File: src/common/mips_cfg.svh
`ifndef MIPS_CFG_SVH
`define MIPS_CFG_SVH

// ############################################################
// datapath widths.
// ############################################################

// data and alu width.
`define MIPS_NB_DATA 32

// program counter width.
`define MIPS_NB_ADDR 32

// register index width.
`define MIPS_NB_REG 5

// alu op from the main decoder.
`define MIPS_NB_OP 2

// function field of r-type instructions.
`define MIPS_NB_FUNC 6

`endif
File: src/common/mips_pkg.sv
`include "mips_cfg.svh"

package mips_pkg;

    // ############################################################
    // control bundles, in the order the decoder packs them.
    // ############################################################

    typedef struct packed {
        logic                     reg_dst;
        logic [`MIPS_NB_OP-1:0]   alu_op;
        logic                     alu_src;
    } ex_ctrl_t;

    typedef struct packed {
        logic branch;
        logic mem_read;
        logic mem_write;
    } mem_ctrl_t;

    typedef struct packed {
        logic reg_write;
        logic mem_to_reg;
    } wb_ctrl_t;

    typedef enum logic [3:0] {
        ALU_AND = 4'b0000,
        ALU_OR  = 4'b0001,
        ALU_ADD = 4'b0010,
        ALU_SUB = 4'b0110,
        ALU_SLT = 4'b0111,
        ALU_NOR = 4'b1100
    } alu_ctl_e;

    // ############################################################
    // pipeline register payloads.
    // ############################################################

    typedef struct packed {
        logic                       valid;
        logic [`MIPS_NB_ADDR-1:0]   pc_next;
        logic [`MIPS_NB_DATA-1:0]   read_data_1;
        logic [`MIPS_NB_DATA-1:0]   read_data_2;
        logic [`MIPS_NB_DATA-1:0]   imm;
        logic [`MIPS_NB_REG-1:0]    rt;
        logic [`MIPS_NB_REG-1:0]    rd;
        ex_ctrl_t                   ex;
        mem_ctrl_t                  mem;
        wb_ctrl_t                   wb;
    } id_ex_t;

    typedef struct packed {
        logic                       valid;
        logic [`MIPS_NB_ADDR-1:0]   branch_target;
        logic [`MIPS_NB_DATA-1:0]   alu_result;
        logic                       zero;
        logic [`MIPS_NB_DATA-1:0]   store_data;
        logic [`MIPS_NB_REG-1:0]    write_reg;
        mem_ctrl_t                  mem;
        wb_ctrl_t                   wb;
    } ex_mem_t;

endpackage

File: src/ex_core.sv
`timescale 1ns/1ns

module ex_core (
    input  logic              i_clk,
    input  logic              i_rst,
    input  logic              i_stall,
    input  logic              i_flush,
    input  mips_pkg::id_ex_t  i_id_ex,
    output mips_pkg::ex_mem_t o_ex_mem
);

    // ############################################################
    // id/ex register.
    // ############################################################

    mips_pkg::id_ex_t  id_ex_q;
    mips_pkg::ex_mem_t ex_mem_d;

    // flush turns the incoming entry into a bubble.
    pipe_reg #(
        .payload_t (mips_pkg::id_ex_t)
    ) id_ex_reg (
        .i_clk   (i_clk),
        .i_rst   (i_rst),
        .i_hold  (i_stall),
        .i_clear (i_flush),
        .i_d     (i_id_ex),
        .o_q     (id_ex_q)
    );

    // ############################################################
    // execute.
    // ############################################################

    execute_stage execute_stage_i (
        .i_id_ex  (id_ex_q),
        .o_ex_mem (ex_mem_d)
    );

    // ############################################################
    // ex/mem register.
    // ############################################################

    // keeps advancing on a flush so the bubble moves on.
    pipe_reg #(
        .payload_t (mips_pkg::ex_mem_t)
    ) ex_mem_reg (
        .i_clk   (i_clk),
        .i_rst   (i_rst),
        .i_hold  (i_stall),
        .i_clear (1'b0),
        .i_d     (ex_mem_d),
        .o_q     (o_ex_mem)
    );

endmodule

File: src/pipe_reg.sv
`timescale 1ns/1ns

module pipe_reg #(
    parameter type payload_t = logic
) (
    input  logic     i_clk,
    input  logic     i_rst,
    input  logic     i_hold,
    input  logic     i_clear,
    input  payload_t i_d,
    output payload_t o_q
);

    payload_t q;

    // hold is tested before clear, which loads a bubble.
    always_ff @(posedge i_clk) begin
        if (!i_rst) begin
            q <= '0;
        end else if (i_hold) begin
            q <= q;
        end else if (i_clear) begin
            q <= '0;
        end else begin
            q <= i_d;
        end
    end

    assign o_q = q;

endmodule

File: src/execute/execute_stage.sv
`timescale 1ns/1ns

`include "mips_cfg.svh"

module execute_stage (
    input  mips_pkg::id_ex_t  i_id_ex,
    output mips_pkg::ex_mem_t o_ex_mem
);

    // ############################################################
    // operand and destination selection.
    // ############################################################

    mips_pkg::alu_ctl_e          alu_ctl;
    logic [`MIPS_NB_DATA-1:0]    operand_b;
    logic [`MIPS_NB_DATA-1:0]    alu_result;
    logic                        alu_zero;
    logic [`MIPS_NB_REG-1:0]     write_reg;
    logic [`MIPS_NB_ADDR-1:0]    branch_offset;
    logic [`MIPS_NB_ADDR-1:0]    branch_target;

    always_comb begin
        if (i_id_ex.ex.alu_src) begin
            operand_b = i_id_ex.imm;
        end else begin
            operand_b = i_id_ex.read_data_2;
        end
    end

    // rd for r-type, rt for immediates and loads.
    always_comb begin
        if (i_id_ex.ex.reg_dst) begin
            write_reg = i_id_ex.rd;
        end else begin
            write_reg = i_id_ex.rt;
        end
    end

    // ############################################################
    // branch target.
    // ############################################################

    assign branch_offset = {i_id_ex.imm[`MIPS_NB_ADDR-3:0], 2'b00};
    assign branch_target = i_id_ex.pc_next + branch_offset;

    // ############################################################
    // alu.
    // ############################################################

    alu_control alu_control_i (
        .i_alu_op  (i_id_ex.ex.alu_op),
        .i_funct   (i_id_ex.imm[`MIPS_NB_FUNC-1:0]),
        .o_alu_ctl (alu_ctl)
    );

    alu alu_i (
        .i_alu_ctl (alu_ctl),
        .i_data_a  (i_id_ex.read_data_1),
        .i_data_b  (operand_b),
        .o_result  (alu_result),
        .o_zero    (alu_zero)
    );

    always_comb begin
        o_ex_mem.valid         = i_id_ex.valid;
        o_ex_mem.branch_target = branch_target;
        o_ex_mem.alu_result    = alu_result;
        // a bubble adds zero to zero, so the flag is qualified to keep it all-zero.
        o_ex_mem.zero          = alu_zero & i_id_ex.valid;
        o_ex_mem.store_data    = i_id_ex.read_data_2;
        o_ex_mem.write_reg     = write_reg;
        o_ex_mem.mem           = i_id_ex.mem;
        o_ex_mem.wb            = i_id_ex.wb;
    end

endmodule

File: src/execute/alu.sv
`timescale 1ns/1ns

`include "mips_cfg.svh"

module alu (
    input  mips_pkg::alu_ctl_e       i_alu_ctl,
    input  logic [`MIPS_NB_DATA-1:0] i_data_a,
    input  logic [`MIPS_NB_DATA-1:0] i_data_b,
    output logic [`MIPS_NB_DATA-1:0] o_result,
    output logic                     o_zero
);

    logic less_than;

    // signed compare for slt.
    assign less_than = $signed(i_data_a) < $signed(i_data_b);

    always_comb begin
        case (i_alu_ctl)
            mips_pkg::ALU_AND: begin
                o_result = i_data_a & i_data_b;
            end
            mips_pkg::ALU_OR: begin
                o_result = i_data_a | i_data_b;
            end
            mips_pkg::ALU_ADD: begin
                o_result = i_data_a + i_data_b;
            end
            mips_pkg::ALU_SUB: begin
                o_result = i_data_a - i_data_b;
            end
            mips_pkg::ALU_SLT: begin
                o_result = {{(`MIPS_NB_DATA-1){1'b0}}, less_than};
            end
            mips_pkg::ALU_NOR: begin
                o_result = ~(i_data_a | i_data_b);
            end
            default: begin
                o_result = '0;
            end
        endcase
    end

    // used by the branch decision in mem.
    assign o_zero = (o_result == '0);

endmodule

File: src/execute/alu_control.sv
`timescale 1ns/1ns

`include "mips_cfg.svh"

module alu_control (
    input  logic [`MIPS_NB_OP-1:0]   i_alu_op,
    input  logic [`MIPS_NB_FUNC-1:0] i_funct,
    output mips_pkg::alu_ctl_e       o_alu_ctl
);

    // r-type function codes.
    localparam logic [`MIPS_NB_FUNC-1:0] FUNCT_ADD = 6'h20;
    localparam logic [`MIPS_NB_FUNC-1:0] FUNCT_SUB = 6'h22;
    localparam logic [`MIPS_NB_FUNC-1:0] FUNCT_AND = 6'h24;
    localparam logic [`MIPS_NB_FUNC-1:0] FUNCT_OR  = 6'h25;
    localparam logic [`MIPS_NB_FUNC-1:0] FUNCT_NOR = 6'h27;
    localparam logic [`MIPS_NB_FUNC-1:0] FUNCT_SLT = 6'h2a;

    mips_pkg::alu_ctl_e funct_ctl;

    // only consulted for op 10.
    always_comb begin
        case (i_funct)
            FUNCT_ADD: funct_ctl = mips_pkg::ALU_ADD;
            FUNCT_SUB: funct_ctl = mips_pkg::ALU_SUB;
            FUNCT_AND: funct_ctl = mips_pkg::ALU_AND;
            FUNCT_OR:  funct_ctl = mips_pkg::ALU_OR;
            FUNCT_NOR: funct_ctl = mips_pkg::ALU_NOR;
            FUNCT_SLT: funct_ctl = mips_pkg::ALU_SLT;
            default:   funct_ctl = mips_pkg::ALU_ADD;
        endcase
    end

    always_comb begin
        case (i_alu_op)
            // loads and stores compute an address.
            2'b00:   o_alu_ctl = mips_pkg::ALU_ADD;
            // beq compares by subtraction.
            2'b01:   o_alu_ctl = mips_pkg::ALU_SUB;
            2'b10:   o_alu_ctl = funct_ctl;
            // slti.
            default: o_alu_ctl = mips_pkg::ALU_SLT;
        endcase
    end

endmodule

File: config.mk
export PLATFORM = sky130hd
export DESIGN_NAME = ex_core
export DESIGN_NICKNAME = d
export VERILOG_FILES = /design/src/common/mips_pkg.sv /design/src/ex_core.sv /design/src/pipe_reg.sv /design/src/execute/execute_stage.sv /design/src/execute/alu.sv /design/src/execute/alu_control.sv
export VERILOG_INCLUDE_DIRS = /design/src /design/src/common
export SDC_FILE = /design/constraint.sdc
export NUM_CORES = 1
export LEC_CHECK = 0
export ABC_AREA = 1
export BUFFER_PORTS_ARGS = -buffer_cell sky130_fd_sc_hd__buf_2
export CAP_MARGIN = 20
export CORE_MARGIN = 1
export CORE_UTILIZATION = 45
export CTS_BUF_LIST = sky130_fd_sc_hd__clkbuf_2
export DETAILED_ROUTE_END_ITERATION = 10
export PLACE_DENSITY = 0.65
export SKIP_CTS_REPAIR_TIMING = 1
export SLEW_MARGIN = 40
export SYNTH_ARGS = -nofsm -noshare
export SYNTH_HDL_FRONTEND = slang
export SYNTH_SLANG_ARGS = --single-unit
File: constraint.sdc
create_clock -name i_clk -period 3.7 [get_ports i_clk]
set_input_delay 0.185 -clock i_clk [delete_from_list [all_inputs] [get_ports i_clk]]
set_output_delay 0.185 -clock i_clk [all_outputs]
set_load 0.02 [all_outputs]
Word level (Yosys, flattened, before mapping):

Index checks and enable logic that the tools add are counted.

* register bits: 256
* input port bits: 152
* output and inout bits: 108
* logic and storage cells: 55

* $add $sub $neg: 3
* $lt $le $gt $ge: 1
* equality and inequality tests: 12
* mux-type cells: 6
* bitwise logic cells: 4
* reduce and logical (&&, ||, !) cells: 3

Operator list (count)
* 32-bit case mux with 6 select lines: 1
* 148-bit two-way mux: 1
* 32-bit adder: 2
* 32-bit bitwise AND: 1
* 32-bit zero test: 1
* 32-bit < comparator: 1
* 32-bit two-way mux: 1
* 32-bit inverter: 1
* 32-bit OR: 1
* 32-bit subtractor: 1
* 6-bit == test, second input constant: 5
* 4-bit case mux with 5 select lines: 1
* 4-bit case mux with 3 select lines: 1
* 4-bit by 3-bit == test with 1-bit output, second input constant: 2
* 5-bit two-way mux: 1
* 4-bit by 1-bit == test with 1-bit output, second input constant: 1
* 4-bit by 2-bit == test with 1-bit output, second input constant: 1
* 4-bit == test, second input constant: 1
* 4-bit zero test: 1
* 2-bit by 1-bit == test with 1-bit output, second input constant: 1
* 2-bit == test, second input constant: 1
* 2-bit zero test: 1
* 1-bit bitwise AND: 1

Depth between registers and ports, before layout:

Gate-level depths: netlist (run 1).

* depth in word-level cells: 7
* gate-level depth with buffers: 25
* mapped depth without buffers: 24

Cells and area by module:

Synthesis (run 1) repeated with hierarchy kept, for this count alone.

* cells, all modules: 3068
* area total of the unflattened synthesis: 18848.1 sq um

By module, submodules not included
* alu: instances 1, cells each 1397, area an instance 6865.3 sq um, sequential area each 0.0 sq um
* pipe_reg (id_ex_reg): instances 1, cells each 643, area an instance 5148.7 sq um, sequential area each 2962.8 sq um
* pipe_reg (ex_mem_reg): instances 1, cells each 468, area an instance 3708.6 sq um, sequential area each 2162.1 sq um
* execute_stage: instances 1, cells each 528, area an instance 2977.9 sq um, sequential area each 0.0 sq um
* alu_control: instances 1, cells each 31, area an instance 143.9 sq um, sequential area each 0.0 sq um
* ex_core: instances 1, cells each 1, area an instance 3.8 sq um, sequential area each 0.0 sq um

Least setup slack after synthesis (run 1):

OpenSTA, ideal clock, no wires.

* path type: register to register
* from: register id_ex_reg.q, in the netlist id_ex_reg.o_q[5]
* to: register ex_mem_reg.q, in the netlist ex_mem_reg.o_q[42]
* library setup time: 67 ps
* arrival time: 3017 ps
* data required time: 3633 ps
* path slack: 616 ps
* stages on the path, launching flop included: 25
* buffers on the path: 2
* period minus slack after synthesis: 3084 ps
* path through: dfxtp_1 clkbuf_1 clkbuf_1 nand2_1 o21ai_0 inv_1 ha_1 fa_1 inv_1 nand3_1 nand2_1 nand2_1 nand2_1 nand2_1 nand2_1 nand3_1 nand3_1 nand2_1 nand2_1 nor2_1 nor2_1 nand3_1 nor2_1 nand3_1 a21oi_2

* word-level cells in the longest chain between the ends: 6
* elaborated cells on any way between the ends: 10
* classes of those cells: 2 x add/sub; 1 x order compare; 2 x mux; 4 x bitwise; 1 x reduce/logical

Ends and longest elaborated chain
* from (decl): line pipe_reg.sv:14 `payload_t q;`
* from (signal assigned): line pipe_reg.sv:21 `q <= q;`
* from (signal assigned): line pipe_reg.sv:25 `q <= i_d;`
* 32-bit two-way mux *: line execute_stage.sv:23 `if (i_id_ex.ex.alu_src) begin`
* parallel branches: the longest is 2 deep, another holds 32-bit subtractor
* 32-bit case mux with 6 select lines *: line alu.sv:19 `case (i_alu_ctl)`
* 32-bit zero test *: line alu.sv:45 `assign o_zero = (o_result == '0);`
* 1-bit bitwise AND *: line execute_stage.sv:69 `o_ex_mem.zero = alu_zero & i_id_ex.valid;`
* to (signal assigned): line pipe_reg.sv:21
* to (signal assigned): line pipe_reg.sv:25
* to (decl): line pipe_reg.sv:14

Every way passes the cells marked *.
A chain may end at the register's enable or synchronous reset.

Worst setup path in the final report (run 1):

* from: register id_ex_reg.q, in the netlist id_ex_reg.o_q[19]
* to: register ex_mem_reg.q, in the netlist ex_mem_reg.o_q[42]

* word-level cells in the longest chain between the ends: 7
* elaborated cells on any way between the ends: 23
* classes of those cells: 2 x add/sub; 1 x order compare; 10 x eq/ne; 4 x mux; 4 x bitwise; 2 x reduce/logical

Ends and longest elaborated chain (line)
* parallel branches: the longest is 4 deep, another holds 32-bit subtractor
* 32-bit case mux with 6 select lines *: alu.sv:19
* 32-bit zero test *: alu.sv:45
* 1-bit bitwise AND *: execute_stage.sv:69

Marked as above.

==> results.yml, run 1 <==
clock_tree:
  cts_sinks: 256
  cts_tree: "done"
  clk_path_buf_depth: 3
  numCtsBuffers: 72
  root_buffer: "clkbuf_2"
  clock_latency_ns: 1.02
  clk_pin_slew_worst_paths_ns: 0.10
  h-tree-depth: 3
power:
  p_total_mw: 7.595
  peakVddDrop_mv: 0.3672
  p_leak_nw: 12.45
  power_density_nw_per_um2: 303.2
timing:
  setup_violations: 0
  worst_pin_slew_ns: 0.8205
  slew_headroom_pct: 45.24
  fin_crit_sh_pct: 94.89
  fmax_mhz: 284.8
  fin_skew_ns: 0.08128
  hold_viol: 0
  fin_hold_ws_ns: 0.1535
  setup_ws_ns: 0.1891
  slew_viol_final: 0
  fin_crit_ns: 3.511
worst_setup_path:
  reg2regPathDepth: 24
  crit_end: "ex_mem_reg.o_q[42]$_SDFFE_PN0N_"
  critPathMaxFanout: 6
  critical_path_class: "flop to flop"
  r2r_setup_slack_ns: 0.19
  critPathArrivalTime_ns: 4.46
  worst-endpoint-required_ns: 4.65
  start_kind: "flop"
  crit_start: "id_ex_reg.o_q[19]$_SDFFE_PN0N_"
  r2r-start: "id_ex_reg.o_q[19]$_SDFFE_PN0N_"
  worstReg2RegEnd: "ex_mem_reg.o_q[42]$_SDFFE_PN0N_"
  cp-end-kind: "flop"
cells_and_area:
  most-common-layout-cells: "nand2_1, dlygate4sd3_1, nor2_1"
  stdcell_area_um2: 25050
  area_growth_pct: 45.40
  stdcell_count: 4144
  nets: 3866
  final_common_cell: "nand2_1"
  drive_above_1_share_pct: 14.23
grt:
  grt_antenna_before_repair: 5
  grt_overflow: 0
  grt_pass1_wl_um: 101800
  grt_pass1_vias: 18230
  track_usage_pct: 34.00
  grt_max_degree: 149
drt:
  antenna_left: 0
  drtIter0Drc: 2009
  drc: 0
  avgRoutedWirePerCell_um: 18.80
  first_pass_iters: 9
  drt-total-wl_um: 77910
  vias: 22310
  vias_per_cell: 5.383
logic_synthesis:
  yosys_register_bits: 256
  yosysUniqueCellTypes: 47
  syn_area_um2: 17230
  synthFlopType: "dfxtp_1"
  synth_cells: 2788
  avgSynthCellArea_um2: 6.180
  yosysWarningCount: 0
  yosysSeqAreaShare_pct: 29.75
  syn_nets: 3073
  ys_async_sr_fraction_pct: 0
  synth_edf_count: 0
placed_design:
  port_buffers: 259
  place_inst: 3543
  gp_congestion: 1.054
  hpwlAfterDp_um: 51750
  place_ws_ns: 0.05502
  place_area_um2: 19540
floorplan:
  design.core.area_um2: 37670
  fp.dieH_um: 197.7
  start_util_pct: 45.74
  placement_rows: 71
  boundaryPins: 260
  dieWidth_um: 197.7
  die-area_um2: 39070
job:
  drv_cap: 0
hold_path:
  hp-class: "input port to flop"
outcome:
  status: "finished, final reports clean"
## worst min path at each step
stage / startpoint / to / slack [ns] / depth (start not counted)
after global placement: i_id_ex[64] / id_ex_reg.o_q[64]$_SDFFE_PN0N_ / 0.43 / 3
after CTS: i_id_ex[99] / id_ex_reg.o_q[99]$_SDFFE_PN0N_ / -0.66 / 3
after detailed placement: i_id_ex[63] / id_ex_reg.o_q[63]$_SDFFE_PN0N_ / 0.44 / 3
after floorplan: i_id_ex[46] / id_ex_reg.o_q[46]$_SDFFE_PN0N_ / 0.33 / 2
after global routing: i_rst / ex_mem_reg.o_q[23]$_SDFFE_PN0N_ / 0.11 / 4
final: i_rst / ex_mem_reg.o_q[76]$_SDFFE_PN0N_ / 0.15 / 4
## report_power, final
part	internal, mW	switching, mW	leakage [nW]
logic	0.922	1.37	9.84
clock network	0.944	1.36	0.503
registers	2.89	0.116	2.10
total	4.76	2.84	12.4
## area by class of cell
type / count / area [µm²]
Fill cell: 3236 / 12620
Multi-Input combinational cell: 2060 / 10350
Timing Repair Buffer: 833 / 6880
Sequential cell: 256 / 5132
Inverter: 358 / 1351
Tap cell: 511 / 639.4
Clock buffer: 99 / 495.5
Clock inverter: 21 / 181.4
Antenna cell: 6 / 15.01
## synth_stat cells (2+ instances only)
library cell	instances	share of area (%)
inv_2	5	0.11
nand2_1	765	17
ha_1	130	9.4
inv_1	353	7.7
clkbuf_1	90	2.0
a21boi_0	2	0.087
o21ai_0	201	5.8
dfxtp_1	256	30
o21bai_1	10	0.44
o21ai_1	6	0.17
buf_1	6	0.13
nor2_1	379	8.3
nor2_2	5	0.18
a21o_1	9	0.39
nand3_1	140	4.1
nand3_2	3	0.17
nand2_2	2	0.073
xnor2_1	11	0.56
buf_2	10	0.29
nor4_1	3	0.11
nor3_1	22	0.64
fa_1	3	0.35
nand4_1	23	0.84
o21a_1	3	0.13
nand2_4	2	0.13
o211ai_1	11	0.48
buf_4	5	0.22
xor2_1	23	1.2
buf_6	3	0.20
mux2_2	5	0.33
a31oi_1	5	0.18
a221oi_1	5	0.25
a21oi_1	278	8.1
## through the flow
stage | setup TNS, ns | utilization, %
after CTS | 0 | 53.68
after global placement | 0 | 51.81
after global routing | -0.01265 | 66.51
after floorplan | 0 | -
final | 0 | 66.51
after detailed placement | 0 | 51.88
## registers in the layout (all words and copies together), names as in the netlist
register        count
ex_mem_reg.o_q    108
id_ex_reg.o_q     148
## cells by family after synthesis
| kind of cell | synth area share [%] |
|---|---|
| muxes | 0.3268 |
| DFF | 29.75 |
| xor gates and xnor gates | 1.728 |
| buffers and inverters | 10.60 |
| AOI/OAI and AO/OA | 16.43 |
| and+or+nand+nor | 31.39 |
| adders and majority gates | 9.789 |
## critical path: stages, from the launching register on
cell and delay [ns]:
dfxtp_4 0.41, inv_2 0.06, nand2_1 0.06, o21ai_0 0.15
inv_1 0.12, ha_2 0.23, inv_1 0.09, fa_1 0.44
inv_1 0.14, nand3_1 0.08, nand3_1 0.16, nand2_1 0.10
nand2_1 0.20, nand2_1 0.13, nand2_2 0.13, nand2_1 0.09
nand2_1 0.08, nand2_1 0.04, nand3_1 0.17, nand2_1 0.09
nor2_1 0.12, nand3_1 0.09, nor2_1 0.10, nand3_1 0.10
a21oi_2 0.12
## metal layers
layer / track usage (%) / up-vias / wire [µm]
met5: 0 / - / 0
met1: 46.24 / 10420 / 31740
met2: 53.50 / 1171 / 36070
met4: 11.80 / 0 / 3173
li1: - / 10480 / -
met3: 6.471 / 239 / 6922
Power figures use the tool's default switching activity.
==> inputs of run 2 (changes only) <==
--- a/config.mk
+++ b/config.mk
@@ -15,7 +15,7 @@
 export DETAILED_ROUTE_END_ITERATION = 10
 export PLACE_DENSITY = 0.65
 export SKIP_CTS_REPAIR_TIMING = 1
-export SLEW_MARGIN = 40
+export SLEW_MARGIN = 15
 export SYNTH_ARGS = -nofsm -noshare
 export SYNTH_HDL_FRONTEND = slang
 export SYNTH_SLANG_ARGS = --single-unit
==> constraint.sdc (replaced) <==
create_clock -name i_clk -period 3.25 [get_ports i_clk]
set_input_delay 0.1625 -clock i_clk [delete_from_list [all_inputs] [get_ports i_clk]]
set_output_delay 0.1625 -clock i_clk [all_outputs]
set_load 0.02 [all_outputs]
==> run 2 against run 1 <==
Highest routed layer unchanged; critical path type unchanged; setup slack got worse by 0.25 ns; the flow now finishes with violations (negative setup slack); non-clock buffer count increased by 149; cell count increased by 3.4%; first-iteration DRC count increased by 16%; fmax increased by 5.9%; total power increased by 17%.
==> results.yml, run 2 (same netlist as run 1, synthesis figures left out) <==
placed_design:
  place_inst: 3770
  place_area_um2: 21240
  hpwlAfterDp_um: 54750
  place_ws_ns: -0.6927
  port_buffers: 259
  gp_congestion: 1.022
drt:
  drtIter0Drc: 2337
  avgRoutedWirePerCell_um: 19.93
  first_pass_iters: 7
  drt-total-wl_um: 85410
  antenna_left: 0
  vias: 23540
  drc: 0
  vias_per_cell: 5.493
cells_and_area:
  largest_reg_flops: 148
  area_growth_pct: 53.42
  final_common_cell: "nand2_1"
  drive_above_1_share_pct: 22.84
  stdcell_count: 4286
  utilization_pct: 70.18
  nets: 4012
  stdcell_area_um2: 26430
  most-common-layout-cells: "nand2_1, dlygate4sd3_1, nor2_1"
worst_setup_path:
  cp_num_buf_inv: 5
  cp-end-kind: "flop"
  crit_slowest_cell: "dfxtp_4"
  critPathMaxStageDelay_ns: 0.47
  critical_path_class: "flop to flop"
  worst-endpoint-required_ns: 4.17
  critPathArrivalTime_ns: 4.23
  cpMostUsedCell: "nand2_1"
  crit_family: "simple AND/OR/NAND/NOR gates"
  start_kind: "flop"
  crit_path_cell_trace: "buf_4 -> nand2_1 -> o21ai_0 -> inv_1 -> ha_2 -> fa_2 -> inv_2 -> nand3_1 -> nand2_2 -> nand2_1 -> nand2_2 -> nand2_1 -> nand2_1 -> inv_1 -> nand2_1 -> nand3_2 -> nor2_1 -> nand2_1 -> nor2_1 -> buf_4 -> nand4_1 -> nor2_1 -> nand3_1 -> a21oi_2"
  critPathMaxFanout: 8
clock_tree:
  cts_sinks: 256
  clk_pin_slew_worst_paths_ns: 0.12
  root_buffer: "clkbuf_2"
  h-tree-depth: 3
  cts_tree: "done"
  clock_latency_ns: 1.01
  numCtsBuffers: 69
  clk_path_buf_depth: 3
timing:
  rsz0062_at_grt: "yes"
  fin_crit_sh_pct: 102.0
  fin_hold_ws_ns: 0.03943
  worst_pin_slew_ns: 0.8556
  slew_headroom_pct: 42.96
  slew_viol_final: 0
  setup_tns_ns: -0.06541
  hold_viol: 0
  fin_crit_ns: 3.315
  fin_skew_ns: 0.09820
  setup_ws_ns: -0.06541
  setup_violations: 1
  fmax_mhz: 301.6
power:
  p_sw_share_pct: 38.70
  p_leak_nw: 13.33
  seq_power_share_pct: 38.4
  power_density_nw_per_um2: 337.5
  p_total_mw: 8.921
  power_switching_mw: 3.452
  internal-power_mw: 5.469
  pwr-share-comb_pct: 34.8
  clock_power_share_pct: 26.8
  peakVddDrop_mv: 0.4349
floorplan:
  placement_rows: 71
  boundaryPins: 260
  design.core.area_um2: 37670
  dieWidth_um: 197.7
  die-area_um2: 39070
  fp.dieH_um: 197.7
  start_util_pct: 45.74
hold_path:
  hp-class: "input port to flop"
outcome:
  status: "finished with violations"
  violations: "negative setup slack"
grt:
  grt_antenna_before_repair: 1
  grt_pass1_vias: 19160
  grt_overflow: 0
  grt_pass1_wl_um: 105100
  grt_max_degree: 149
  track_usage_pct: 35.26
job:
  drv_cap: 0
## run 2: cell count changes in the layout (fill, tap and decap cells not counted), moves of 16 or more
cell / before / now
a21oi_2: 1 / 17
buf_4: 94 / 321
ha_1: 126 / 105
o21ai_0: 191 / 164
dlygate4sd3_1: 474 / 389
nor2_2: 5 / 29
a21oi_1: 278 / 262
nor2_1: 376 / 348
## run 2: worst paths after layout
| kind | start | end | slack [ns] | depth (start not counted) |
|---|---|---|---|---|
| worst min register to register | id_ex_reg.o_q[50]$_SDFFE_PN0N_ | id_ex_reg.o_q[50]$_SDFFE_PN0N_ | 0.48 | 2 |
| worst max-delay path | id_ex_reg.o_q[5]$_SDFFE_PN0N_ | ex_mem_reg.o_q[42]$_SDFFE_PN0N_ | -0.07 | 24 |
| worst max register to register | id_ex_reg.o_q[5]$_SDFFE_PN0N_ | ex_mem_reg.o_q[42]$_SDFFE_PN0N_ | -0.07 | 24 |
| worst min-delay path | i_flush | id_ex_reg.o_q[26]$_SDFFE_PN0N_ | 0.04 | 5 |
## run 2: metal layers
| layer | vias to the layer above | share of wire (%) | global-route usage, % |
|---|---|---|---|
| li1 | 10780 | - | - |
| met1 | 10900 | 39 | 47.80 |
| met2 | 1477 | 45 | 54.47 |
| met3 | 387 | 10 | 7.017 |
| met4 | 0 | 5.3 | 14.30 |
| met5 | - | 0 | 0 |
## run 2: final cells by class
cell class                      instances  area [µm²]
Clock inverter                         19       86.33
Clock buffer                           99       495.5
Inverter                              358        1351
Multi-Input combinational cell       2060       10890
Sequential cell                       256        5129
Antenna cell                            1       2.502
Timing Repair Buffer                  982        7838
Tap cell                              511       639.4
Fill cell                            3056       11230
## run 2: worst min-delay path: cells and delay by family
family	cells	cell delay (ns)
AO/OA/AOI/OAI	1	0.08
AND/OR/NAND/NOR	2	0.26
buffers and inverters	2	0.37
## run 2: power by group through the flow
stage / combinational, mW / sequential [mW] / clock (mW)
4_1_cts: 2.50 / 3.40 / 2.32
6_report: 3.11 / 3.42 / 2.39
3_3_place_gp: 2.48 / 3.47 / 0
3_5_place_dp: 2.49 / 3.47 / 0
5_1_grt: 3.32 / 3.43 / 2.54
2_1_floorplan: 1.19 / 3.55 / 0
